$ cat config.mk
export PLATFORM = sky130hd
export DESIGN_NAME = tiny_core
export DESIGN_NICKNAME = d
export VERILOG_FILES = /design/src/hw/proc_ci_pkg.sv /design/src/hw/tiny_core.sv
export SDC_FILE = /design/constraint.sdc
export NUM_CORES = 2
export LEC_CHECK = 0
export BUFFER_PORTS_ARGS = -buffer_cell sky130_fd_sc_hd__clkbuf_2
export CORE_MARGIN = 8
export CORE_UTILIZATION = 46
export DETAILED_ROUTE_END_ITERATION = 8
export PLACE_DENSITY_LB_ADDON = 0.2
export RECOVER_POWER = 25
export SLEW_MARGIN = 20
export SYNTH_ARGS = -nofsm -noshare
export SYNTH_HDL_FRONTEND = slang
export SYNTH_SLANG_ARGS = --single-unit
$ cat constraint.sdc
create_clock -name sys_clk -period 6.7 [get_ports sys_clk]
set_input_delay 0.335 -clock sys_clk [delete_from_list [all_inputs] [get_ports sys_clk]]
set_output_delay 0.335 -clock sys_clk [all_outputs]
set_load 0.01 [all_outputs]
$ cat src/hw/proc_ci_pkg.sv
package proc_ci_pkg;

    localparam int NUM_REGS = 16;

    // Wishbone-style request, one per master
    typedef struct packed {
        logic        cyc;
        logic        stb;
        logic        we;
        logic [31:0] addr;   // Word address
        logic [31:0] wdata;
    } wb_req_t;

    typedef struct packed {
        logic        ack;    // High for exactly one cycle
        logic [31:0] rdata;
    } wb_rsp_t;

    // Unlisted codes execute as no-ops
    typedef enum logic [3:0] {
        OP_ADD  = 4'h0,
        OP_SUB  = 4'h1,
        OP_AND  = 4'h2,
        OP_OR   = 4'h3,
        OP_XOR  = 4'h4,
        OP_ADDI = 4'h5,
        OP_LW   = 4'h6,
        OP_SW   = 4'h7,
        OP_BEQ  = 4'h8,
        OP_HALT = 4'hF
    } opcode_e;

    typedef struct packed {
        opcode_e     op;
        logic [3:0]  rd;
        logic [3:0]  rs1;
        logic [3:0]  rs2;
        logic [15:0] unused;
    } instr_reg_t;

    typedef struct packed {
        opcode_e            op;
        logic [3:0]         rd;
        logic [3:0]         rs1;
        logic [3:0]         unused;
        logic signed [15:0] imm;
    } instr_imm_t;

    // Same word seen as register form or immediate form
    typedef union packed {
        instr_reg_t r;
        instr_imm_t i;
    } instr_u;

endpackage

$ cat src/hw/tiny_core.sv
`timescale 1ns/100ps

module tiny_core (
    input  logic                 sys_clk,
    input  logic                 rst_n_i,
    output proc_ci_pkg::wb_req_t ibus_req_o,
    input  proc_ci_pkg::wb_rsp_t ibus_rsp_i,
    output proc_ci_pkg::wb_req_t dbus_req_o,
    input  proc_ci_pkg::wb_rsp_t dbus_rsp_i,
    output logic                 halted_o
);
    import proc_ci_pkg::*;

    typedef enum logic [1:0] {
        S_FETCH,
        S_EXEC,
        S_MEM,
        S_HALT
    } state_e;

    state_e      state_q;
    logic [31:0] pc_q;                // Word pc
    logic [31:0] rf_q [NUM_REGS];
    instr_u      instr_q;
    wb_req_t     ibus_q;
    wb_req_t     dbus_q;

    logic [31:0] rs1_val;
    logic [31:0] rs2_val;
    logic [31:0] rd_val;
    logic [31:0] imm_ext;
    logic [31:0] pc_inc;
    logic [31:0] pc_next;
    logic [31:0] eff_addr;
    logic [31:0] alu_res;
    logic        alu_wr;

    function automatic wb_req_t fetch_req(input logic [31:0] addr);
        fetch_req = '{cyc: 1'b1, stb: 1'b1, we: 1'b0, addr: addr, wdata: 32'd0};
    endfunction

    // r0 reads zero
    assign rs1_val = (instr_q.r.rs1 == 4'd0) ? 32'd0 : rf_q[instr_q.r.rs1];
    assign rs2_val = (instr_q.r.rs2 == 4'd0) ? 32'd0 : rf_q[instr_q.r.rs2];
    assign rd_val  = (instr_q.r.rd == 4'd0) ? 32'd0 : rf_q[instr_q.r.rd];

    assign imm_ext  = {{16{instr_q.i.imm[15]}}, instr_q.i.imm};
    assign pc_inc   = pc_q + 32'd1;
    assign eff_addr = rs1_val + imm_ext;

    // Branch is relative to the next instruction
    assign pc_next = (instr_q.r.op == OP_BEQ && rd_val == rs1_val) ? pc_inc + imm_ext : pc_inc;

    always_comb begin
        alu_res = 32'd0;
        alu_wr  = 1'b1;
        case (instr_q.r.op)
            OP_ADD:  alu_res = rs1_val + rs2_val;
            OP_SUB:  alu_res = rs1_val - rs2_val;
            OP_AND:  alu_res = rs1_val & rs2_val;
            OP_OR:   alu_res = rs1_val | rs2_val;
            OP_XOR:  alu_res = rs1_val ^ rs2_val;
            OP_ADDI: alu_res = eff_addr;  // Same adder as the address path
            default: alu_wr  = 1'b0;
        endcase
    end

    always_ff @(posedge sys_clk) begin
        if (!rst_n_i) begin
            state_q <= S_FETCH;
            pc_q    <= 32'd0;
            instr_q <= '0;
            ibus_q  <= '0;
            dbus_q  <= '0;
            for (int k = 0; k < NUM_REGS; k++) begin
                rf_q[k] <= 32'd0;
            end
        end else begin
            case (state_q)
                S_FETCH: begin
                    if (ibus_rsp_i.ack) begin
                        instr_q <= instr_u'(ibus_rsp_i.rdata);
                        ibus_q  <= '0;
                        state_q <= S_EXEC;
                    end else begin
                        ibus_q <= fetch_req(pc_q);  // First fetch after reset
                    end
                end
                S_EXEC: begin
                    if (alu_wr && instr_q.r.rd != 4'd0) begin
                        rf_q[instr_q.r.rd] <= alu_res;
                    end
                    if (instr_q.r.op == OP_HALT) begin
                        state_q <= S_HALT;
                    end else if (instr_q.r.op == OP_LW || instr_q.r.op == OP_SW) begin
                        pc_q    <= pc_inc;
                        dbus_q  <= '{cyc: 1'b1, stb: 1'b1, we: (instr_q.r.op == OP_SW),
                                     addr: eff_addr, wdata: rd_val};
                        state_q <= S_MEM;
                    end else begin
                        pc_q    <= pc_next;
                        ibus_q  <= fetch_req(pc_next);
                        state_q <= S_FETCH;
                    end
                end
                S_MEM: begin
                    if (dbus_rsp_i.ack) begin
                        if (instr_q.r.op == OP_LW && instr_q.r.rd != 4'd0) begin
                            rf_q[instr_q.r.rd] <= dbus_rsp_i.rdata;
                        end
                        dbus_q  <= '0;
                        ibus_q  <= fetch_req(pc_q);  // pc already advanced
                        state_q <= S_FETCH;
                    end
                end
                default: ;  // Halted until reset
            endcase
        end
    end

    assign ibus_req_o = ibus_q;
    assign dbus_req_o = dbus_q;
    assign halted_o   = (state_q == S_HALT);

    // One port at a time, so the arbiter never splits an instruction
    a_ports_exclusive: assert property (@(posedge sys_clk) disable iff (!rst_n_i)
        !(ibus_req_o.cyc && dbus_req_o.cyc));

    a_ibus_stable: assert property (@(posedge sys_clk) disable iff (!rst_n_i)
        (ibus_req_o.cyc && !ibus_rsp_i.ack) |=> $stable(ibus_req_o));

    a_dbus_stable: assert property (@(posedge sys_clk) disable iff (!rst_n_i)
        (dbus_req_o.cyc && !dbus_rsp_i.ack) |=> $stable(dbus_req_o));

endmodule

==> flow_metrics.env <==
export IMPL_outcome="complete, but fails checks"
export IMPL_violations="max-capacitance violations, max-slew violations"
export IMPL_wl_per_cell_microns=31.45
export IMPL_pin_count=203
export IMPL_yosysUniqueCellTypes=96
export IMPL_fp_coreArea_sq_um=98280
export IMPL_slew_viol_final=210
export IMPL_report_final_setup_viol=0
export IMPL_die_height_microns=330.7
export IMPL_max_freq_mhz=156.6
export IMPL_clock_sinks=689
export IMPL_vias=37140
export IMPL_worstSkewPairLatency_ns=0.66
export IMPL_syn_area_sq_um=45560
export IMPL_ys_warn_count=0
export IMPL_cts_max_level=3
export IMPL_drive_gt1_share_pct=19.03
export IMPL_powerDensity_nw_per_um2=263.8
export IMPL_r2r_cells=22
export IMPL_peakVddDrop_mv=0.1762
export IMPL_grt_pass1_vias=35490
export IMPL_finalHoldViolations=0
export IMPL_timing_slew_headroom_pct=-114.4
export IMPL_synth_cells=4029
export IMPL_fin_skew_ns=0.02848
export IMPL_antenna_found_initial=3
export IMPL_crit_buf_inv=4
export IMPL_crit_arrival_ns=6.74
export IMPL_clk_pin_slew_worst_paths_ns=0.06
export IMPL_synth_edf_count=512
export IMPL_p_leak_nw=18.71
export IMPL_portBuffers=169
export IMPL_hpwl_microns=116700
export IMPL_syn_to_final_growth_pct=11.83
export IMPL_fp_dieW_microns=330.7
export IMPL_drc=0
export IMPL_rsz0062_at_grt="false"
export IMPL_viasPerCell=6.667
export IMPL_required_ns=7.06
export IMPL_nNetsFinal=4456
export IMPL_cp_top_family="compound AO/OA/AOI/OAI gates"
export IMPL_slowest_delay_ns=0.61
export IMPL_postRouteAntennaNets=0
export IMPL_slowest_stage="dfxtp_2"
export IMPL_path_max_fanout=18
export IMPL_fin_crit_sh_pct=95.32
export IMPL_startpoint_type="register"
export IMPL_ys_ff_latch=689
export IMPL_synth_ff_type="edfxtp_1"
export IMPL_hold_class="input pin to register"
export IMPL_synth_area_per_cell_sq_um=11.31
export IMPL_cts_buffer_depth=3
export IMPL_grt_max_degree=117
export IMPL_cts_buffers=75
export IMPL_wl_microns=175200
export IMPL_crit_chain="buf_4 > inv_1 > mux4_2 > nor3_1 > o21ai_0 > nand2_1 > a21oi_1 > nor2_1 > xnor2_1 > ha_1 > a21o_1 > a21o_1 > a221o_1 > a32o_1 > nor3_1 > buf_4 > nor4_1 > o211a_1 > or3_2 > a31oi_4 > buf_12 > nor2_1"
export IMPL_first_pass_iters=6
export IMPL_worstSetupPathDepth=22
export IMPL_cap_violations=5
export IMPL_cp_end_kind="register"
export IMPL_start_util_pct=46.36
export IMPL_overflow=0
export IMPL_grt_usage_pct=31.04
export IMPL_ys_seq_area_share_pct=41.53
export IMPL_num_rows=115
export IMPL_crit_type="register to register"
export IMPL_cts_tree="done"
export IMPL_die_area_sq_um=109400
export IMPL_drt_initial_drc_count=4888
export IMPL_gp_congestion=0.9465
export IMPL_ctsRootBufferMaster="clkbuf_16"
export IMPL_p_total_mw=13.44
export IMPL_worst_pin_slew_ns=3.217
export IMPL_fin_crit_ns=6.386
export IMPL_grt_pass1_wl_microns=248000
export IMPL_fin_tns_setup_ns=0
export IMPL_min_path_cells=3
export IMPL_synth_async_reset_ratio_pct=0
[layer usage]
metal	up-vias	share of wire (%)	track usage, %
met5	-	0.0074	0
met2	2514	45	48.94
li1	15670	-	-
met1	18420	36	38.31
met3	537	13	9.553
met4	2	6.1	16.28
[kinds of logic after synthesis]
logic type	count (synthesis)	synth area share, %
AO/OA/AOI/OAI	795	12.08
adder cells (fa/ha/maj)	167	4.636
AND/OR/NAND/NOR	1233	11.59
XOR/XNOR	166	3.208
flip-flops	689	41.53
other	1	0.008231
buffers and inverters	458	4.801
multiplexers	520	22.15
[report_power, final]
part           internal [mW]  leakage, nW  switching [mW]
logic                   1.58         10.9            2.83
registers               4.75         6.73           0.201
clock network           2.28         1.13            1.81
[registers in the layout (all words and copies together), names as in the netlist, named ones only]
register / count
state_q: 2
instr_q: 32
dbus_req_o: 66
rf_q: 512
pc_q: 32
ibus_req_o: 33
[metrics by stage]
stage | instances | instance area, sq um | hold WS [ns] | utilization, % | worst slack, ns
6_report | 5571 | 50950 | 0.03665 | 51.84 | 0.3135
5_1_grt | 5570 | 50940 | 0.03880 | 51.84 | 0.01400
4_1_cts | 5566 | 51100 | 0.008670 | 51.99 | 0.2497
3_5_place_dp | 5402 | 48500 | 0.4674 | 49.35 | 0.2867
3_3_place_gp | 5402 | 48500 | 0.4630 | 49.35 | 0.3387
2_1_floorplan | 4093 | 45800 | 0.4503 | - | 0.1354
[path summary, 6_finish.rpt]
| check | start | endpoint | slack, ns |
|---|---|---|---|
| worst max-delay path | register | rf_q[1][31] | 0.31 |
| worst max register to register | register | rf_q[1][31] | 0.31 |
| worst min-delay path | ibus_rsp_i[20] | register | 0.04 |
| worst min register to register | dbus_req_o[63] | dbus_req_o[63] | 0.48 |
[worst min-delay path, delay by kind of cell]
family,cells,cell delay [ns]
and+or+nand+nor,1,0.06
buffers and inverters,1,0.10
AOI/OAI and AO/OA,1,0.10
[cell usage in the layout (no fill, tap or decap), drive strengths merged, types with 132 or more instances in the layout]
cell / count
buf: 187
o21ai: 164
clkbuf: 280
mux4: 381
mux2i: 132
edfxtp: 512
dfxtp: 177
ha: 164
a21oi: 155
nand2: 274
nor2: 693
[synthesized netlist by cell type, drive strengths merged (24+ instances only)]
library cell / instances / area [sq um]
ha: 164 / 2052
a21o: 55 / 412.9
clkbuf: 196 / 735.7
a221o: 42 / 420.4
xnor2: 109 / 962.2
a211oi: 24 / 197.7
a21oi: 155 / 779.5
nor3: 35 / 175.2
nand3: 58 / 290.3
edfxtp: 512 / 15370
nor2b: 29 / 181.4
xor2: 57 / 499.2
buf: 142 / 1001
nor2: 693 / 2629
and3: 30 / 187.7
o21ai: 164 / 824.5
a221oi: 36 / 321.6
inv: 116 / 435.4
mux2i: 132 / 1321
nand2: 274 / 1028
a22oi: 125 / 938.4
dfxtp: 177 / 3543
mux4: 381 / 8690
[layout make-up]
class	instances	area, sq um
clock buffers	103	2056
well taps	1287	1610
repair buffers	389	2681
multi-input cells	2946	24910
flip-flops and latches	689	18940
inverters	120	451.7
diodes	1	2.502
clock inverters	36	286.5
fillers	8640	47330
[timing repair]
| item | CTS | global route |
|---|---|---|
| hold buffers | 25 | 0 |
| endpoints found under the hold margin | 29 | 0 |
| endpoints found under the setup margin | 0 | 78 |
| buffers inserted | 0 | 3 |
| gates resized for setup | 0 | 2 |
Note: power is estimated with default switching activity, not from simulation.
