[src/hw/proc_ci_pkg.sv]
package proc_ci_pkg;

    localparam int NUM_REGS = 16;

    // Wishbone-style request, one per master
    typedef struct packed {
        logic        cyc;
        logic        stb;
        logic        we;
        logic [31:0] addr;   // Word address
        logic [31:0] wdata;
    } wb_req_t;

    typedef struct packed {
        logic        ack;    // High for exactly one cycle
        logic [31:0] rdata;
    } wb_rsp_t;

    // Unlisted codes execute as no-ops
    typedef enum logic [3:0] {
        OP_ADD  = 4'h0,
        OP_SUB  = 4'h1,
        OP_AND  = 4'h2,
        OP_OR   = 4'h3,
        OP_XOR  = 4'h4,
        OP_ADDI = 4'h5,
        OP_LW   = 4'h6,
        OP_SW   = 4'h7,
        OP_BEQ  = 4'h8,
        OP_HALT = 4'hF
    } opcode_e;

    typedef struct packed {
        opcode_e     op;
        logic [3:0]  rd;
        logic [3:0]  rs1;
        logic [3:0]  rs2;
        logic [15:0] unused;
    } instr_reg_t;

    typedef struct packed {
        opcode_e            op;
        logic [3:0]         rd;
        logic [3:0]         rs1;
        logic [3:0]         unused;
        logic signed [15:0] imm;
    } instr_imm_t;

    // Same word seen as register form or immediate form
    typedef union packed {
        instr_reg_t r;
        instr_imm_t i;
    } instr_u;

endpackage

[src/hw/host_ctrl.sv]
`timescale 1ns/100ps

module host_ctrl #(
    parameter int MEM_WORDS = 256
) (
    input  logic                 sys_clk,
    input  logic                 rst_n_i,
    input  logic                 host_wr_i,
    input  logic                 host_rd_i,
    input  logic [31:0]          host_addr_i,
    input  logic [31:0]          host_wdata_i,
    output logic [31:0]          host_rdata_o,
    output logic                 host_done_o,
    input  logic                 run_i,
    output logic                 core_rst_n_o,
    output proc_ci_pkg::wb_req_t bus_req_o,
    input  proc_ci_pkg::wb_rsp_t bus_rsp_i
);
    import proc_ci_pkg::*;

    wb_req_t     req_q;
    logic [31:0] rdata_q;
    logic        done_q;
    logic        strobe;
    logic        finish;

    assign strobe = host_wr_i || host_rd_i;
    assign finish = req_q.cyc && bus_rsp_i.ack;

    always_ff @(posedge sys_clk) begin
        if (!rst_n_i) begin
            req_q  <= '0;
            done_q <= 1'b0;
        end else begin
            done_q <= 1'b0;
            if (finish) begin
                req_q.cyc <= 1'b0;
                req_q.stb <= 1'b0;
                done_q    <= 1'b1;
            end else if (strobe) begin
                req_q <= '{cyc: 1'b1, stb: 1'b1, we: host_wr_i,
                           addr: host_addr_i, wdata: host_wdata_i};
            end
        end
    end

    // Read data held until the next read completes
    always_ff @(posedge sys_clk) begin
        if (finish && !req_q.we) begin
            rdata_q <= bus_rsp_i.rdata;
        end
    end

    assign bus_req_o    = req_q;
    assign host_rdata_o = rdata_q;
    assign host_done_o  = done_q;
    assign core_rst_n_o = rst_n_i & run_i;  // Core runs only when told to

    a_no_overlap: assert property (@(posedge sys_clk) disable iff (!rst_n_i)
        strobe |-> !req_q.cyc);

    a_single_strobe: assert property (@(posedge sys_clk) disable iff (!rst_n_i)
        !(host_wr_i && host_rd_i));

    a_addr_range: assert property (@(posedge sys_clk) disable iff (!rst_n_i)
        strobe |-> host_addr_i < MEM_WORDS);

endmodule

[config.mk]
export PLATFORM = sky130hd
export DESIGN_NAME = host_ctrl
export DESIGN_NICKNAME = d
export VERILOG_FILES = /design/src/hw/proc_ci_pkg.sv /design/src/hw/host_ctrl.sv
export SDC_FILE = /design/constraint.sdc
export NUM_CORES = 1
export LEC_CHECK = 0
export ABC_AREA = 0
export BUFFER_PORTS_ARGS = -buffer_cell sky130_fd_sc_hd__buf_4
export CAP_MARGIN = 15
export CORE_MARGIN = 10
export CORE_UTILIZATION = 40
export CTS_CLUSTER_DIAMETER = 40
export CTS_CLUSTER_SIZE = 30
export DETAILED_ROUTE_END_ITERATION = 10
export GPL_ROUTABILITY_DRIVEN = 0
export MAX_ROUTING_LAYER = met4
export PLACE_DENSITY = 0.82
export SLEW_MARGIN = 5
export SYNTH_ARGS = -nofsm -noshare
export SYNTH_HDL_FRONTEND = slang
export SYNTH_SLANG_ARGS = --single-unit
[constraint.sdc]
create_clock -name sys_clk -period 2.55 [get_ports sys_clk]
set_clock_uncertainty 0.15 [all_clocks]
set_input_delay 0.1275 -clock sys_clk [delete_from_list [all_inputs] [get_ports sys_clk]]
set_output_delay 0.1275 -clock sys_clk [all_outputs]
set_load 0.005 [all_outputs]
==> results.md, run 1 <==
* Chip Height at about 120 µm
* Setup violators final at 0
* Worst Hold End: bus_req_o[50]
* CTS buffer count at 9
* Synth unique cells at 16
* CTS sink cnt at just under 100
* Syn nets at 426
* # DRC at 0
* Most frequent CP cell: buf_4
* Crit path DAT at around 1.9 ns
* Status: complete, no violations
* Leakage at 3.075 nW
* Final nets at 722
* HP Start: rst_n_i
* CTS tree: done
* Hold slack at 0.1031 ns
* #FFs+latches synth at 99
* Cell area power density at 532.4 nW/µm²
* Worst R2R Start: bus_req_o[65]
* Worst Setup End Kind: register
* Area delta synth->final at 72.42%
* Final worst setup slack at ~0.79 ns
* Area share of the largest cell type after synthesis at 0.3606
* Tmin final at between 1.5 and 2 ns
* Synth area leaders: dfxtp_1 (36%), edfxtp_1 (26%), mux2i_1 (17%)
* Post-synthesis sequential area ratio at 0.6189
* R2R depth at 3
* Worst hold path class: input pin to register
* Cells after Synth at approximately 320
* Max Slew Vio Count at 0
* Filler cell count at 599
* Slack of the worst reg-to-reg path at approximately 0.86 ns
* Maximum clock rate at about 570 MHz
* CP Launch Type: input pin
* Vias/cell at 4.829
* Tcrit/Tclk final at 0.6900
* Crit path largest cell delay at about 0.57 ns
* Commonest non-fill, non-tap cell in the layout: buf_4
* Vias in the first global route at between 3k and 4k
* Core area at about 9200 µm²
* Max transition margin at 0.5467
* Die Wd at 116.4 µm
* GRT Util Overall at 0.2063
* Row count at 35
* WHS Path Cells at 3
* # IOs at ~200
* RSZ-0062 raised after global routing: false
* Mapped cell area at 3720 µm²
* Total of max-cap violations at 0
* Clock Path Buffers at 2
* Worst path top cell family by delay: buffers and inverters
* Total gr overflow at 0
* Total wire length at ~14000 µm
* Worst-path fanout max at 39
* Worst r2r dst: bus_req_o[42]
* PortBufs at between 200 and 250
* # resized after CTS at 0
* # Post-CTS Setup Buffers at 0
* Global-route wire length before repair at between 20000 and 25000 µm
* Clk slew on worst S/H paths at 0.11 ns
* Slew @ Worst Pin at ~0.68 ns
* Crit path from: bus_rsp_i[32]
* CP max stage cell: buf_4
* Crit-path cells: dlygate4sd3_1, buf_4, a2bb2oi_4, buf_4, mux2i_1
* Die area at approximately 14000 µm²
* Final hold vios at 0
* Hpwl dp at about 8500 µm
* Yosys top cell by area: dfxtp_1
* Final TNS setup at 0 ns
* Antenna violations before repair at 0
* Antenna-violating nets left at 0
* Synthesis Warnings at 0
* CTS Root Buffer Type: clkbuf_8
* Pre-CTS setup slack at about 0.95 ns
* Commonest cells after routing, fill and taps aside: buf_4 (207), nand2_1 (130), dlygate4sd3_1 (100)
* Share of cells above drive strength 1 at 0.3632
* Buf/Inv on CP at 3
* Routed wire per std cell at roughly 19 µm
* Crit path kind: input pin to register
* Pin count of the biggest net entering global routing at between 50 and 60
* Initial Util at 0.4064
* WP data required at ~2.7 ns
* Clk_lat worst skew at 0.36 ns
* H-Tree Depth at 3
* Drt pass-1 iters at 6
* Peak supply drop at about 0.34 mV
* Drt initial violations at around 190
* Via count at approximately 3.6k
* Avg Inst Size Synth at about 11 µm²
==> timing repair <==
action	CTS	global route
hold endpoints to repair	99	0
hold buffers	100	0
setup endpoints to repair	0	0
==> area by class of cell <==
cell class / count / area [µm²] / area share
Timing Repair Buffer: 308 / 2575 / 0.4015
Antenna cell: 2 / 5.005 / 0.0007803
Clock buffer: 10 / 127.6 / 0.01990
Tap cell: 111 / 138.9 / 0.02165
Clock inverter: 6 / 56.30 / 0.008779
Sequential cell: 99 / 2302 / 0.3590
Multi-Input combinational cell: 202 / 1209 / 0.1885
==> how the worst max path moves through the flow <==
stage	endpoint	cells after the start
after floorplan	host_rdata_o[0]	2
after global placement	host_rdata_o[18]	3
after detailed placement	bus_req_o[4]	3
after CTS	bus_req_o[8]	5
after global routing	bus_req_o[42]	5
final	bus_req_o[42]	5
==> state kept, by name, indices dropped and copies added, names as in the netlist <==
signal / count
bus_req_o: 66
host_rdata_o: 32
host_done_o: 1
==> per-layer routing <==
layer  track usage  part of all wire
met2        0.3763              0.53
met4       0.07840             0.023
met3       0.05855              0.11
met5             -                 0
met1        0.2032              0.35
==> worst min-delay path, delay by kind of cell <==
| kind | cells | cell delay (ns) |
|---|---|---|
| AND/OR/NAND/NOR | 1 | 0.12 |
| multiplexers | 1 | 0.05 |
| buffers and inverters | 1 | 0.25 |
==> Yosys cell counts <==
library cell / n
a21boi_0: 1
a2bb2oi_2: 1
and2_1: 1
and2_2: 1
and3_1: 1
buf_12: 7
buf_2: 6
buf_4: 4
clkbuf_1: 6
dfxtp_1: 67
edfxtp_1: 32
mux2i_1: 64
nand2_1: 130
nor2_1: 1
o2bb2ai_1: 1
o311a_2: 1
==> stage by stage <==
step | cells | utilization | power (mW) | cell area [µm²]
2_1_floorplan | 324 | - | 2.055 | 3720
3_3_place_gp | 620 | 0.5707 | 2.336 | 5224
3_5_place_dp | 620 | 0.5707 | 2.355 | 5224
4_1_cts | 736 | 0.7002 | 3.422 | 6409
5_1_grt | 736 | 0.7002 | 3.563 | 6409
6_report | 738 | 0.7008 | 3.414 | 6414
==> cells by family after synthesis <==
logic type,count (synthesis),share of synthesized area
compound gates,4,0.01144
flops,99,0.6189
mux,64,0.1722
simple gates,134,0.1376
buf+inv,23,0.05987
==> where the power goes <==
part           total [mW]  switching [mW]  internal [mW]
Clock               0.941           0.565          0.376
Sequential           1.79          0.0593           1.73
Combinational       0.681           0.271          0.409
(Power assumes the default switching activity.)
==> run 2, diff against run 1 <==
- CORE_UTILIZATION: 40 -> 44
- PLACE_DENSITY: 0.82 -> 0.85
- clock period: 2.55 -> 1.8 ns (I/O delays scaled with it)
==> results.md, run 2 (synthesis gave the netlist of run 1 again) <==
* Status: complete, no violations
* Worst r2r dst: bus_req_o[65]
* Hold_buf cts at 110
* Tmin final at around 1.8 ns
* Worst Hold End: host_rdata_o[28]
* Total wire length at between 10000 and 15000 µm
* Sw frac at 0.2655
* Maximum clock rate at 569.7 MHz
* Comb power frac at 0.202
* Commonest cells after routing, fill and taps aside: buf_4 (204), nand2_1 (130), dlygate4sd3_1 (110)
* Seq pwr share at 0.513
* Row count at 33
* Crit-path cells: dlygate4sd3_1, buf_4, buf_4, and2_1, buf_4
* # resized after CTS at 0
* Worst Setup End Kind: primary output
* Peak supply drop at 0.4464 mV
* Vias in the first global route at around 3.9k
* # IOs at 203
* Chip Height at 111.9 µm
* Largest register FFs at between 60 and 70
* Worst hold path class: input pin to register
* HP Start: bus_rsp_i[28]
* Total gr overflow at 0
* Crit path DAT at around 1.5 ns
* Worst path top cell family by delay: buffers and inverters
* Slack of the worst reg-to-reg path at 0.15 ns
* Clk slew on worst S/H paths at around 0.10 ns
* Final TNS setup at 0 ns
* CP max stage cell: dlygate4sd3_1
* CTS Root Buffer Type: clkbuf_8
* Hold slack at between 0.2 and 0.3 ns
* Global-route wire length before repair at approximately 22000 µm
* Met2 wire len at roughly 7100 µm
* Share of cells above drive strength 1 at 0.3591
* Antenna violations before repair at 1
* Max Used Layer: met4
* Sw Pwr at approximately 1.3 mW
* Buf/Inv on CP at 4
* Clk pwr share at 0.285
* WL met3 at around 1200 µm
* WP data required at between 1.5 and 2 ns
* CTS sink cnt at 99
* Max transition margin at 0.7294
* Core area at between 8000 and 9000 µm²
* Internal power at around 3.6 mW
* Filler cell count at 426
* CTS tree: done
* Most frequent CP cell: buf_4
* Initial Util at 0.4527
* Drt initial violations at 170
* Worst-path fanout max at 27
* CP Launch Type: input pin
* Pin count of the biggest net entering global routing at 56
* Final hold vios at 0
* Routed wire per std cell at between 15 and 20 µm
* Antenna-violating nets left at 0
* RSZ-0062 raised after global routing: false
* Die Wd at approximately 110 µm
* Final nets at ~730
* Cell area power density at about 750 nW/µm²
* R2R depth at 3
* Max Slew Vio Count at 0
* Slew @ Worst Pin at 0.4059 ns
* Clock Path Buffers at 2
* FF+latch area at between 2000 and 2500 µm²
* # Post-CTS Setup Buffers at 0
* Worst R2R Start: bus_req_o[65]
* CTS buffer count at 9
* Footprint of the multi-input gates at approximately 1200 µm²
* H-Tree Depth at 3
* Leakage at around 3.1 nW
* Vias/cell at ~4.8
* WHS Path Cells at 2
* Crit path from: rst_n_i
* Area delta synth->final at 76.25%
* M1 WL at approximately 5800 µm
* Crit path kind: input pin to primary output
* Total of max-cap violations at 0
* Via count at 3577
* Crit path largest cell delay at 0.54 ns
* Drt pass-1 iters at 4
* PortBufs at roughly 200
* Setup violators final at 0
* # DRC at 0
* Commonest non-fill, non-tap cell in the layout: buf_4
* Die area at roughly 13000 µm²
* GRT Util Overall at 0.2231
* Tcrit/Tclk final at 0.9752
* Clk_lat worst skew at 0.36 ns
* Hpwl dp at around 8300 µm
## run 2: cell types whose count changed in the layout (fill, tap and decap cells not counted), sizes merged
| cell | before | now |
|---|---|---|
| clkinv | 2 | 1 |
| dlygate4sd3 | 100 | 110 |
| inv | 3 | 4 |
| diode | 2 | 1 |
## run 2: cell type report
class	instances	share of cell area
diodes	1	0.0003817
clock buffers	10	0.02099
clock inverters	6	0.008588
multi-input cells	202	0.1851
flip-flops and latches	99	0.3511
well taps	105	0.02004
repair buffers	318	0.4137
## run 2: per-stage QoR
step                      std cells  power [mW]  cell area, µm²  worst slack [ns]  utilization
final                           741       4.948            6556           0.04469       0.7979
after detailed placement        614       3.348            5259            0.3563       0.6400
after floorplan                 324       2.913            3727            0.1948            -
after CTS                       740       4.926            6554            0.1292       0.7976
after global placement          614       3.319            5259            0.4178       0.6400
after global routing            741       5.128            6556          0.001511       0.7979
## run 2: worst max path at each step
stage,cells past startpoint,end,slack [ns]
3_5_place_dp,3,host_rdata_o[21],0.36
3_3_place_gp,3,host_rdata_o[14],0.42
2_1_floorplan,2,host_rdata_o[0],0.19
6_report,5,core_rst_n_o,0.04
4_1_cts,5,core_rst_n_o,0.13
5_1_grt,5,core_rst_n_o,0.002
## run 2: worst reg2reg max path: cells and delay by family, from the launching register on
family | cells | cell delay [ns]
AO/OA/AOI/OAI | 1 | 0.18
buffers and inverters | 1 | 0.56
flip-flops | 1 | 0.47
AND/OR/NAND/NOR | 1 | 0.19
## run 2: metal layers
metal,vias up,global-route usage
li1,1682,-
met1,1683,0.2502
met2,190,0.3733
met3,22,0.06710
met4,0,0.07107
met5,-,-
## run 2: power by group through the flow
stage | sequential (mW) | clock, mW | combinational, mW
CTS | 2.53 | 1.43 | 0.968
detailed placement | 2.58 | 0 | 0.770
floorplan | 2.59 | 0 | 0.327
global route | 2.55 | 1.51 | 1.07
global placement | 2.57 | 0 | 0.748
finish | 2.54 | 1.41 | 1.00
