==> config.mk <==
export PLATFORM = sky130hd
export DESIGN_NAME = bus_arbiter
export DESIGN_NICKNAME = d
export VERILOG_FILES = /design/src/hw/proc_ci_pkg.sv /design/src/hw/bus_arbiter.sv
export SDC_FILE = /design/constraint.sdc
export NUM_CORES = 1
export LEC_CHECK = 0
export ABC_AREA = 1
export BUFFER_PORTS_ARGS = -buffer_cell sky130_fd_sc_hd__clkbuf_2
export CAP_MARGIN = 30
export CORE_AREA = 2 2 156 158
export CTS_CLUSTER_DIAMETER = 60
export DETAILED_ROUTE_END_ITERATION = 10
export DIE_AREA = 0 0 158 160
export GPL_TIMING_DRIVEN = 0
export PLACE_DENSITY_LB_ADDON = 0.15
export SLEW_MARGIN = 20
export SYNTH_ARGS = -nofsm -noshare
export SYNTH_HDL_FRONTEND = slang
export SYNTH_SLANG_ARGS = --single-unit
==> constraint.sdc <==
create_clock -name sys_clk -period 1.45 [get_ports sys_clk]
set_input_delay 0.29 -clock sys_clk [delete_from_list [all_inputs] [get_ports sys_clk]]
set_output_delay 0.29 -clock sys_clk [all_outputs]
set_load 0.03 [all_outputs]
==> src/hw/proc_ci_pkg.sv <==
package proc_ci_pkg;

    localparam int NUM_REGS = 16;

    // Wishbone-style request, one per master
    typedef struct packed {
        logic        cyc;
        logic        stb;
        logic        we;
        logic [31:0] addr;   // Word address
        logic [31:0] wdata;
    } wb_req_t;

    typedef struct packed {
        logic        ack;    // High for exactly one cycle
        logic [31:0] rdata;
    } wb_rsp_t;

    // Unlisted codes execute as no-ops
    typedef enum logic [3:0] {
        OP_ADD  = 4'h0,
        OP_SUB  = 4'h1,
        OP_AND  = 4'h2,
        OP_OR   = 4'h3,
        OP_XOR  = 4'h4,
        OP_ADDI = 4'h5,
        OP_LW   = 4'h6,
        OP_SW   = 4'h7,
        OP_BEQ  = 4'h8,
        OP_HALT = 4'hF
    } opcode_e;

    typedef struct packed {
        opcode_e     op;
        logic [3:0]  rd;
        logic [3:0]  rs1;
        logic [3:0]  rs2;
        logic [15:0] unused;
    } instr_reg_t;

    typedef struct packed {
        opcode_e            op;
        logic [3:0]         rd;
        logic [3:0]         rs1;
        logic [3:0]         unused;
        logic signed [15:0] imm;
    } instr_imm_t;

    // Same word seen as register form or immediate form
    typedef union packed {
        instr_reg_t r;
        instr_imm_t i;
    } instr_u;

endpackage

==> src/hw/bus_arbiter.sv <==
`timescale 1ns/100ps

module bus_arbiter (
    input  logic                 sys_clk,
    input  logic                 rst_n_i,
    input  proc_ci_pkg::wb_req_t host_req_i,
    input  proc_ci_pkg::wb_req_t data_req_i,
    input  proc_ci_pkg::wb_req_t fetch_req_i,
    output proc_ci_pkg::wb_rsp_t host_rsp_o,
    output proc_ci_pkg::wb_rsp_t data_rsp_o,
    output proc_ci_pkg::wb_rsp_t fetch_rsp_o,
    output proc_ci_pkg::wb_req_t mem_req_o,
    input  proc_ci_pkg::wb_rsp_t mem_rsp_i
);

    logic [2:0] cyc_vec;   // {fetch, data, host}
    logic [2:0] ack_vec;
    logic [2:0] grant_q;
    logic [2:0] grant_d;
    logic       locked;

    assign cyc_vec = {fetch_req_i.cyc, data_req_i.cyc, host_req_i.cyc};
    assign locked  = |(grant_q & cyc_vec);

    always_comb begin
        grant_d = 3'b000;
        if (locked) begin
            grant_d = grant_q;  // Held for the whole cycle
        end else if (mem_rsp_i.ack) begin
            grant_d = 3'b000;   // Owner left early, let its ack drain
        end else if (cyc_vec[0]) begin
            grant_d = 3'b001;
        end else if (cyc_vec[1]) begin
            grant_d = 3'b010;
        end else if (cyc_vec[2]) begin
            grant_d = 3'b100;
        end
    end

    always_ff @(posedge sys_clk) begin
        if (!rst_n_i) begin
            grant_q <= 3'b000;
        end else begin
            grant_q <= grant_d;
        end
    end

    always_comb begin
        mem_req_o = '0;
        case (grant_d)
            3'b001:  mem_req_o = host_req_i;
            3'b010:  mem_req_o = data_req_i;
            3'b100:  mem_req_o = fetch_req_i;
            default: ;
        endcase
    end

    assign host_rsp_o.ack    = mem_rsp_i.ack & grant_d[0];
    assign host_rsp_o.rdata  = mem_rsp_i.rdata;
    assign data_rsp_o.ack    = mem_rsp_i.ack & grant_d[1];
    assign data_rsp_o.rdata  = mem_rsp_i.rdata;
    assign fetch_rsp_o.ack   = mem_rsp_i.ack & grant_d[2];
    assign fetch_rsp_o.rdata = mem_rsp_i.rdata;

    assign ack_vec = {fetch_rsp_o.ack, data_rsp_o.ack, host_rsp_o.ack};

    a_one_grant: assert property (@(posedge sys_clk) disable iff (!rst_n_i)
        $onehot0(grant_d));

    // Ack only to a master granted last cycle that still holds cyc
    a_ack_owner: assert property (@(posedge sys_clk) disable iff (!rst_n_i)
        (ack_vec & ~(grant_q & cyc_vec)) == 3'b000);

endmodule

==> results list, run 1 <==
* Outcome: complete, but fails checks
* Violated checks: setup timing
* Effective utilization at floorplan: 0.119
* Global-route congestion overflow total: 0
- From left edge to right edge, the die measures 158 um.
- The number of antenna violations at the first check in global routing was 0.
- In this run the power spent charging and discharging nets is approximately 2400 uW.
* Smallest setup slack after layout: -601 ps
- Dividing the detail-routed wire length by the instance count gives 16.1 um.
- The share of total power dissipated in sequential elements is 0.020.
- For met1 alone, demand over resource in global routing was 0.178.
- For this design, the CTS-stage hold fixing added 0 buffers.
* Maximum number of pins on one net before global-route repair: 11
* Category of the worst setup path capture point: output pin
- After detailed routing, the number of vias per cell comes to 4.08.
- Core Footprint: roughly 0.024 mm2
* Number of buffers added by the clock tree synthesis step: 3
- The die is ~160 um tall.
- In this design, the stage delay of the slowest critical-path cell is 340 ps.
- Internal power contribution: 2500 uW
* Wirelength, routed: 19,200 um
- Clock power frac: 0.091
* Number of flip-flops under the largest register name: 3
- Setup repair after global routing could not meet its margin everywhere.
- DRC violation count after routing: 0
- In this run the number of H-tree levels came out at 1.
- Number of distinct library cell variants in the gate-level netlist after synthesis: 14
- The routed layout has 4,853 vias.
- Filler-free cell count of the finished design: ~1,200
- Ys Warns: 0
- Of the total power, the share spent switching nets is 0.489.
* First-pass iteration count of the detailed router: 4
- Highest clock frequency the design can meet: around 0.49 GHz
- Across the run, the number of max-cap violations was 0.
- Each instance of the synthesized netlist takes up on average 6.08 um2.
- Leaving out fill and tap cells, the most frequent cell in the layout is clkbuf_2.
* Number of antenna cells inserted: 0
- Insertion delay to the later sink of the worst-skew pair: 230 ps
- For the pin with the worst max-slew slack, the measured transition is 263 ps.
* Mapped cell area: 0.00283 mm2
* CTS tree: done
* Global routing usage on met3: 0.0214
* Number of core rows: 57
* Top flop regs: grant_q x3
- Power per standard cell area: 663 mW/mm2
* Signed area change from the synthesized netlist to the final layout: 160%
- Setup violations remaining at the end of the flow were counted as 70.
* Post-synthesis instance total: around 470
- In the finished design, the share of the clock period the worst path needs comes to 1.41.
* Number of global-route vias before repair: 4,944
* Fin Clk Skew: 1.88 ps
- Proportion of synthesized chip area in sequential cells: 0.0212
* Slew headroom: 0.825
- I/O pin cnt: 402
- Port Buffers: about 370
- At the end of routability-driven placement, the weighted congestion stood at roughly 0.76.
- Across every metal layer, demand over resource in global routing totals 0.140.
- Post-Synthesis Net Count: 702
- Worst Path Class, Setup: reg -> out
- Traced cell by cell, the critical path runs through nand2_4 > nand3_1 > nand2_4 > inv_8 > nor2_4 > buf_12 > buf_12 > nand3_1 > nand3_2 > clkbuf_8.
- Max clock buf depth: 2
- In this run the worst hold path is classified as in -> reg.
- Root Driver: clkbuf_16
- Antenna violation net count after detailed routing: 0
- The first routing iteration left 172 violations.
- Global-route track usage on met2: 0.253
- Crit path required time: 1160 ps
- Worst slack at placement: -811 ps
- Subtracting the final worst setup slack from the clock period gives roughly 2100 ps.
- Setup TNS: -38,850 ps
- Max rail drop VDD: between 0.0003 and 0.0004 V
- Data arrives at the worst endpoint at 1760 ps.
- Max Transition Viols Final: 0
* Post-Place Cells: 1,159
- Die Area: 0.0253 mm2
- The worst setup path is launched from a flop.
- In this run the most used layer during global routing was met2.
- The first global-routing pass estimated 28,000 um of wire.
- Along the worst path, the maximum fanout reaches 10.
- In the layout the commonest cells are clkbuf_2, nand4_1, buf_4, nand3_2, buf_8.
- Fraction of layout instances using a drive strength above 1: 0.779
- Top register by number of flip-flops: grant_q
- Leakage component of the power: 0.00401 uW
- Clock slew at the register clock pins of the worst setup and hold paths: 30 ps
- Combinational cell fraction of total power: 0.890
* Synthesized flop and latch total: 3
- The number of hold violations in the final report came to 0.
- The clock net in this run drives a total of 3 sinks.
- The HPWL after detailed placement is 15,300 um.
- Nets: about 1,100
* Slowest library cell on the worst path: dfxtp_4
## timing repair
item	4_1_cts	5_1_grt
pin swaps	24	20
resized for setup	251	68
endpoints found under the setup margin	72	71
cloned	3	3
setup buffers	18	4
## metrics by stage
| stage | power (uW) | hold slack, ps | cell area, um2 | util |
|---|---|---|---|---|
| 4_1_cts | 4740 | 314 | 7130 | 0.299 |
| 6_report | 4890 | 319 | 7370 | 0.309 |
| 5_1_grt | 5170 | 347 | 7370 | 0.309 |
| 3_5_place_dp | 3340 | 553 | 5770 | 0.242 |
| 2_1_floorplan | 2260 | 437 | 3520 | - |
| 3_3_place_gp | 3340 | 545 | 5770 | 0.242 |
## logic make-up (layout without fill, tap and decap cells)
family	Yosys count	after routing	share of synthesized area
buffers and inverters	164	563	0.395
DFF	3	3	0.0212
and+or+nand+nor	299	299	0.584
## Yosys cell counts (all sizes together)
master / n / area, um2
buf: 145 / 1050
nand3: 138 / 696
nand4: 133 / 832
nand2: 20 / 90.1
inv: 11 / 41.3
clkbuf: 8 / 30.0
nor2: 8 / 37.5
dfxtp: 3 / 60.1
## power groups by stage
| stage | registers (uW) | clock network [uW] | logic, uW |
|---|---|---|---|
| finish | 95.7 | 443 | 4350 |
| detailed placement | 96.4 | 0 | 3240 |
| floorplan | 95.0 | 0 | 2170 |
| global placement | 96.6 | 0 | 3250 |
| global route | 96.6 | 459 | 4610 |
| CTS | 95.2 | 455 | 4190 |
## final cells by class
cell class	count	area (um2)
Clock buffer	4	78.8
Inverter	11	48.8
Tap cell	324	405
Buffer	152	1460
Multi-Input combinational cell	299	2440
Timing Repair Buffer	396	2880
Sequential cell	3	66.3
Fill cell	2659	16400
## metal layers
metal / vias up / part of all wire / routed length [um]
met5: - / 0 / 0
met4: 0 / 0.010 / 193
met3: 12 / 0.070 / 1340
met2: 210 / 0.50 / 9540
met1: 2179 / 0.42 / 8090
li1: 2452 / - / -
## worst max-delay path: cells and delay by family (launching register included)
kind	cells	cell delay, ps
buf+inv	4	530
simple gates	6	640
flops	1	340
## final timing paths
| kind | startpoint | to | slack (ps) | cells after the start |
|---|---|---|---|---|
| max | grant_q[2] | mem_req_o[29] | -600 | 10 |
| min | rst_n_i | grant_q[2] | 320 | 3 |
| max reg2reg | grant_q[2] | grant_q[2] | 150 | 8 |
| min reg2reg | grant_q[1] | grant_q[1] | 940 | 5 |
Note: power is estimated with default switching activity, not from simulation.
==> run 2: changes to the inputs <==
--- a/config.mk
+++ b/config.mk
@@ -9,6 +9,7 @@
 export BUFFER_PORTS_ARGS = -buffer_cell sky130_fd_sc_hd__clkbuf_2
 export CAP_MARGIN = 30
 export CORE_AREA = 2 2 156 158
+export CTS_BUF_LIST = sky130_fd_sc_hd__clkbuf_8 sky130_fd_sc_hd__clkbuf_16
 export CTS_CLUSTER_DIAMETER = 60
 export DETAILED_ROUTE_END_ITERATION = 10
 export DIE_AREA = 0 0 158 160
==> run 2 against run 1 <==
Net effect: the run still ends with setup timing left; sequential power about the same; via count stayed put; non-clock buffer count unchanged; sequential share of layout area did not move; worst setup slack barely moved; wire length unchanged; first-iteration DRC count unchanged; utilization unchanged; clock-buffer cell count down 1; power is 0.14% lower; design area is the same.
==> results list, run 2 (synthesis results as in run 1) <==
* MaxCap Viol Count: 0 (unchanged)
* Slew headroom: 0.825 (unchanged)
- TritonCTS built the clock tree.
- Top flop regs: grant_q x3
* Setup TNS: -38,890 ps (-33.0 ps)
- STA classifies the critical path startpoint as a flop.
* Transition at the pin with the smallest max-transition slack: 263 ps (unchanged)
- The critical path in this run is classified as reg -> out.
- The layout-stage area growth over the synthesis result is 160% (unchanged).
* Startpoint of the most critical setup path: grant_q[2]
* Crit path required time: 1160 ps (about the same)
* Slowest library cell on the worst path: dfxtp_4
- The leftover overflow at the end of global routing was 0 (unchanged).
- The number of iterations in the first detailed-routing pass came to 4 (unchanged).
- The library cell used most frequently in the layout, excluding fill and tap cells, is clkbuf_2.
- The wire length of the first global-routing pass is 28,000 um (unchanged).
- Cells along the critical path: nand2_4 > nand3_1 > nand2_4 > inv_8 > nor2_4 > buf_12 > buf_12 > nand3_1 > nand3_2 > clkbuf_8
- The flip-flop count of the largest register after layout was 3 (unchanged).
- Sinks on Clock Net: 3 (unchanged)
- The largest incremental delay on the critical path is 340 ps (about the same).
- The maximum fanout along the worst path was 10 (unchanged).
- Wirelength, routed: 19,200 um (unchanged)
* Fraction of layout instances using a drive strength above 1: 0.779 (unchanged)
* Average wire per standard cell: 16.1 um (unchanged)
- The number of endpoints failing setup at the final stage came to 70 (unchanged).
- Filler Cells Inserted: 2,659 (unchanged)
- Total routing resource utilization after global routing: 0.140 (unchanged)
- The iteration-0 DRC count of the detailed router came to 172 (unchanged).
- Class of the tightest hold or removal check: in -> reg
- The number of buffers inserted for hold repair after clock tree synthesis is 0 (unchanged).
- Top register by number of flip-flops: grant_q
- Number of antenna violations at the first check in global routing: 0 (unchanged)
* Crit path time final: 2050 ps (+0.477 ps)
- Die extent in x: 158 um (unchanged)
- The final RePlAce weighted congestion is 0.763 (unchanged).
- Violated checks: setup timing
- Number of buffers added by the clock tree synthesis step: 3 (unchanged)
- The core area is 0.0238 mm2 (unchanged).
* Category of the worst setup path capture point: output pin
* Root Driver: clkbuf_16
- Maximum number of pins on one net before global-route repair: 11 (unchanged)
* Port Buffers: 369 (unchanged)
- The insertion delay of the later-clocked pin in the worst-skew pair was 230 ps (about the same).
* Highest-count cells in the layout ignoring fill and taps: clkbuf_2, nand4_1, buf_4, nand3_2, buf_8
- The residual antenna-violating net count after detailed routing was 0 (unchanged).
* Number of global-route vias before repair: 4,944 (unchanged)
- The worst setup margin is -602 ps (-0.477 ps).
* Clock slew at the register clock pins of the worst setup and hold paths: 30 ps (about the same)
- The maximum number of buffers from clock root to sink came to 2 (unchanged).
- Reg2reg end: grant_q[2]
* Crit path arrival time: 1760 ps (about the same)
* Number of core rows: 57 (unchanged)
* Share of the clock period used by the worst path after layout: 1.42 (about the same)
- The total via count after detailed routing was 4,853 (unchanged).
* Setup repair after global routing missed its margin: true
* Die boundary height: 160 um (unchanged)
- Max rail drop VDD: 0.000315 V (about the same)
* Effective utilization at floorplan: 0.119 (unchanged)
- The number of hold violations in the final report is 0 (unchanged).
* Fin Clk Skew: 1.53 ps (-0.356 ps)
- Flop2flop setup slack: 150 ps (about the same)
- FF-to-FF path depth: 8 (unchanged)
- The top achievable clock speed was 0.487 GHz (about the same).
- The number of nets in the layout is 1,102 (unchanged).
* DRC violation count after routing: 0 (unchanged)
- The average vias per placed instance is 4.08 (unchanged).
- I/O pin cnt: 402 (unchanged)
* Max Transition Viols Final: 0 (unchanged)
- The die outline area was 0.0253 mm2 (unchanged).
- Leakage component of the power: 0.00402 uW (+0.10%)
* Worst slack at placement: -811 ps (unchanged)
- Outcome: complete, but fails checks
- Worst Setup EP: mem_req_o[29]
- Power per standard cell area: 662 mW/mm2 (-0.14%)
- RR Startpoint: grant_q[2]
- The detailed placement HPWL is 15,300 um (unchanged).
- Max H-tree Level: 1 (unchanged)
* Final hold slack: 319 ps (-0.418 ps)
* Number of antenna cells inserted: 0 (unchanged)
-- run 2: what timing repair did --
| action | in CTS | in global routing |
|---|---|---|
| cloned | 3 | 3 |
| endpoints found under the hold margin | 0 | 0 |
| gates resized for setup | 251 | 68 |
| pin swaps | 24 | 20 |
| setup buffers | 18 | 4 |
| endpoints found under the setup margin | 72 | 71 |
-- run 2: power by group --
group          internal, uW  switching (uW)
combinational          2040            2310
clock                   356            80.2
sequential             90.0            5.73
total                  2490            2390
-- run 2: how the worst min path moves through the flow --
stage | depth (start not counted) | startpoint | end | slack, ps
finish | 3 | rst_n_i | grant_q[2] | 320
global route | 3 | rst_n_i | grant_q[1] | 350
CTS | 3 | rst_n_i | grant_q[2] | 310
detailed placement | 3 | rst_n_i | grant_q[1] | 550
global placement | 3 | rst_n_i | grant_q[1] | 540
floorplan | 2 | rst_n_i | grant_q[0] | 440
-- run 2: critical path, delay by kind of cell, from the launching register on --
kind | cells | cell delay (ps)
buffers and inverters | 4 | 530
and+or+nand+nor | 6 | 640
DFF | 1 | 340
-- run 2: layout make-up --
cell class / instances / area (um2) / area share
plain buffers: 152 / 1460 / 0.198
inverters: 11 / 48.8 / 0.00662
repair buffers: 396 / 2880 / 0.390
clock inverters: 1 / 3.75 / 0.000509
multi-input cells: 299 / 2440 / 0.331
well taps: 324 / 405 / 0.0550
clock buffers: 3 / 75.1 / 0.0102
flip-flops and latches: 3 / 66.3 / 0.00900
-- run 2: routing by layer --
| layer | wire [um] | global-route usage |
|---|---|---|
| met2 | 9540 | 0.253 |
| met1 | 8090 | 0.178 |
| met3 | 1340 | 0.0214 |
| met4 | 193 | 0.0168 |
| met5 | 0 | 0 |
-- run 2: per-stage QoR --
stage | power [uW] | std cells | util | area, um2
floorplan | 2260 | 466 | - | 3520
global placement | 3340 | 1159 | 0.242 | 5770
detailed placement | 3340 | 1159 | 0.242 | 5770
CTS | 4730 | 1183 | 0.299 | 7130
global route | 5160 | 1189 | 0.309 | 7370
finish | 4880 | 1189 | 0.309 | 7370
==> run 3: changes to the inputs <==
--- a/config.mk
+++ b/config.mk
@@ -15,6 +15,7 @@
 export DIE_AREA = 0 0 158 160
 export GPL_TIMING_DRIVEN = 0
 export PLACE_DENSITY_LB_ADDON = 0.15
+export SETUP_SLACK_MARGIN = 0.3
 export SLEW_MARGIN = 20
 export SYNTH_ARGS = -nofsm -noshare
 export SYNTH_HDL_FRONTEND = slang
==> run 3 against run 2 <==
Net effect: the flow still finishes with violations (setup timing); wire length up 7.8%; maximum frequency down 1.6%; die area unchanged; combinational power up 14%; sequential power about the same; non-clock buffer count up 13; global-route usage up 0.70 points; clock-buffer cell count unchanged; cell count up 1.2%; utilization up 3.3 points.
==> results list, run 3 (synthesis results as in run 1) <==
* Maximum number of pins on one net before global-route repair: 11 (unchanged)
* Port Buffers: 369 (unchanged)
- The worst setup path is of the reg -> out kind.
- The worst setup margin was -634 ps (-32.4 ps).
* Most frequent standard cell in the layout excluding fill and tap cells: clkbuf_2
- Max H-tree Level: 1 (unchanged)
- The detailed placement HPWL was 15,700 um (+2.5%).
- The maximum number of buffers from clock root to sink was 2 (unchanged).
* Worst slack at placement: -819 ps (-8.58 ps)
- The run finished, with violations left.
- Max rail drop VDD: 0.000352 V (+12%)
- The maximum fanout along the worst path was 10 (unchanged).
- Crit path time final: 2080 ps (+32.4 ps)
- Nature of the critical path startpoint: flop
- The signal arrival time at the worst endpoint is 1790 ps (+30 ps).
- The setup total negative slack came to -40,850 ps (-1960 ps).
* Hold Fails Final Rpt: 0 (unchanged)
- Number of buffers added by the clock tree synthesis step: 3 (unchanged)
- The number of pins exceeding their max-slew limit in the final report was 0 (unchanged).
- Register area: 62.6 um2 (-5.7%)
- Highest clock frequency the design can meet: 0.480 GHz (-1.6%)
- Filler Cells Inserted: 2,598 (-2.3%)
- Counting flops per register, the top entry is grant_q.
* Category of the worst setup path capture point: output pin
- The power per standard cell area is 675 mW/mm2 (+1.9%).
- The per-cell routed wire length is 17.2 um (+6.6%).
- The remaining max-slew budget at the tightest pin is 0.853 (+0.0281).
- Crit path required time: 1160 ps (about the same)
* Final hold slack: 329 ps (+9.55 ps)
* Hold Path Cell Cnt: 3 (unchanged)
- The path with the worst hold slack has its endpoint at grant_q[0].
- Number of global-route vias before repair: 4,983 (+0.79%)
* Critical hold path startpoint: rst_n_i
- The largest registers in the layout are grant_q x3.
- The insertion delay of the later-clocked pin in the worst-skew pair is 230 ps (about the same).
- The post-detailed-route DRC marker count is 0 (unchanged).
* FF-to-FF path depth: 8 (unchanged)
- Antenna violation net count after detailed routing: 0 (unchanged)
- The height of the chip was 160 um (unchanged).
- The final RePlAce weighted congestion came to 0.779 (+2.1%).
- The proportion of layout cells with a drive suffix above 1 came to 0.813 (+0.0340).
- The number of nets in the layout came to 1,115 (+1.2%).
- Die extent in x: 158 um (unchanged)
- Highest-count cells in the layout ignoring fill and taps: clkbuf_2, nand4_1, buf_4, buf_8, nand3_2
- The worst hold path belongs to the class in -> reg.
- The iteration-0 DRC count of the detailed router was 227 (+32%).
* Fin Clk Skew: 0.529 ps (-1.00 ps)
* Clock slew at the register clock pins of the worst setup and hold paths: 30 ps (about the same)
- The core area came to 0.0238 mm2 (unchanged).
- Number of core rows: 57 (unchanged)
- The die outline area was 0.0253 mm2 (unchanged).
- Compared with the post-synthesis result, the final layout area differs by 188%.
* Total via count after detailed routing: 5,063 (+4.3%)
- Number of antenna violations at the first check in global routing: 1 (+1)
* Number of buffers inserted by hold repair at cts: 0 (unchanged)
- The total wire length came to 20,700 um (+7.8%).
- The reg2reg setup slack came to 120 ps (-30 ps).
- The final critical-path share of the clock period is 1.44 (+0.0223).
- Transition at the pin with the smallest max-transition slack: 221 ps (-42.2 ps)
- Number of setup violations in the final report: 70 (unchanged)
- DR vias/cell: 4.21 (+3.1%)
* Global-route congestion overflow total: 0 (unchanged)
* Sinks on Clock Net: 3 (unchanged)
* Reg2reg end: grant_q[2]
- The startpoint identified for the worst register-to-register timing path is grant_q[1].
* Root Driver: clkbuf_16
- Setup repair after global routing missed its margin: true
* Leakage component of the power: 0.00426 uW (+6.0%)
- Multi-input gate area in the final layout: 0.00276 mm2 (+13%)
- The count of max-cap constraint violations came to 0 (unchanged).
* Violated checks: setup timing
* I/O pin cnt: 402 (unchanged)
* First-pass iteration count of the detailed router: 5 (+1)
* Number of flip-flops under the largest register name: 3 (unchanged)
- The overall fraction of global-route tracks in use is 0.147 (+0.00704).
* CTS tree: done
* First-pass GRT wire length: 29,000 um (+3.6%)
- The starting utilization of the core area was 0.119 (unchanged).
run 3: changes by cell type in the layout (fill, tap and decap cells not counted), sizes merged:
cell / before / now
buf: 202 / 237
bufbuf: 1 / 2
clkbuf: 348 / 325
diode: 0 / 1
run 3: how the worst max path moves through the flow:
stage | startpoint | slack (ps) | depth (start not counted) | end
after CTS | grant_q[2] | -650 | 11 | mem_req_o[11]
after detailed placement | host_req_i[66] | -820 | 11 | mem_req_o[57]
after global routing | grant_q[2] | -740 | 9 | mem_req_o[23]
after global placement | host_req_i[66] | -840 | 11 | mem_req_o[21]
after floorplan | grant_q[2] | -120 | 9 | mem_req_o[50]
final | grant_q[2] | -630 | 9 | mem_req_o[23]
run 3: report_power, final:
part / internal [uW] / switching, uW / total [uW]
logic: 2420 / 2550 / 4960
clock network: 356 / 84.3 / 441
registers: 90.4 / 5.63 / 96.0
run 3: layout make-up:
type                    instances  share of cell area
well taps                     324              0.0497
repair buffers                408               0.397
plain buffers                 153               0.191
inverters                      11             0.00660
multi-input cells             299               0.338
clock buffers                   3             0.00921
clock inverters                 1            0.000460
diodes                          1            0.000307
flip-flops and latches          3             0.00767
run 3: stage by stage:
stage	utilization	total power [uW]	std cells	cell area, um2
after floorplan	-	2270	466	3530
after global placement	0.243	3350	1159	5790
after detailed placement	0.243	3340	1159	5790
after CTS	0.316	5010	1191	7520
after global routing	0.342	5790	1203	8160
final	0.342	5500	1203	8160
run 3: worst max-delay path, stage by stage, from the launching register on:
cell and delay, ps:
dfxtp_2 320, nand2_4 90, nand4_1 150, nand2_4 150
buf_12 130, buf_12 140, buf_12 130, nand4_1 180
nand3_4 130, buf_8 130
run 3: per-layer routing:
| layer | track usage | part of all wire | vias to the layer above | routed length, um |
|---|---|---|---|---|
| li1 | - | - | 2481 | - |
| met1 | 0.191 | 0.42 | 2354 | 8660 |
| met2 | 0.265 | 0.51 | 220 | 10500 |
| met3 | 0.0193 | 0.065 | 8 | 1350 |
| met4 | 0.0160 | 0.0066 | 0 | 137 |
| met5 | 0 | 0 | - | 0 |
run 3: what timing repair did:
action / 4_1_cts / 5_1_grt
pin swaps: 33 / 37
buffers inserted: 21 / 3
endpoints found under the setup margin: 73 / 73
cloned: 7 / 8
resized for setup: 286 / 135
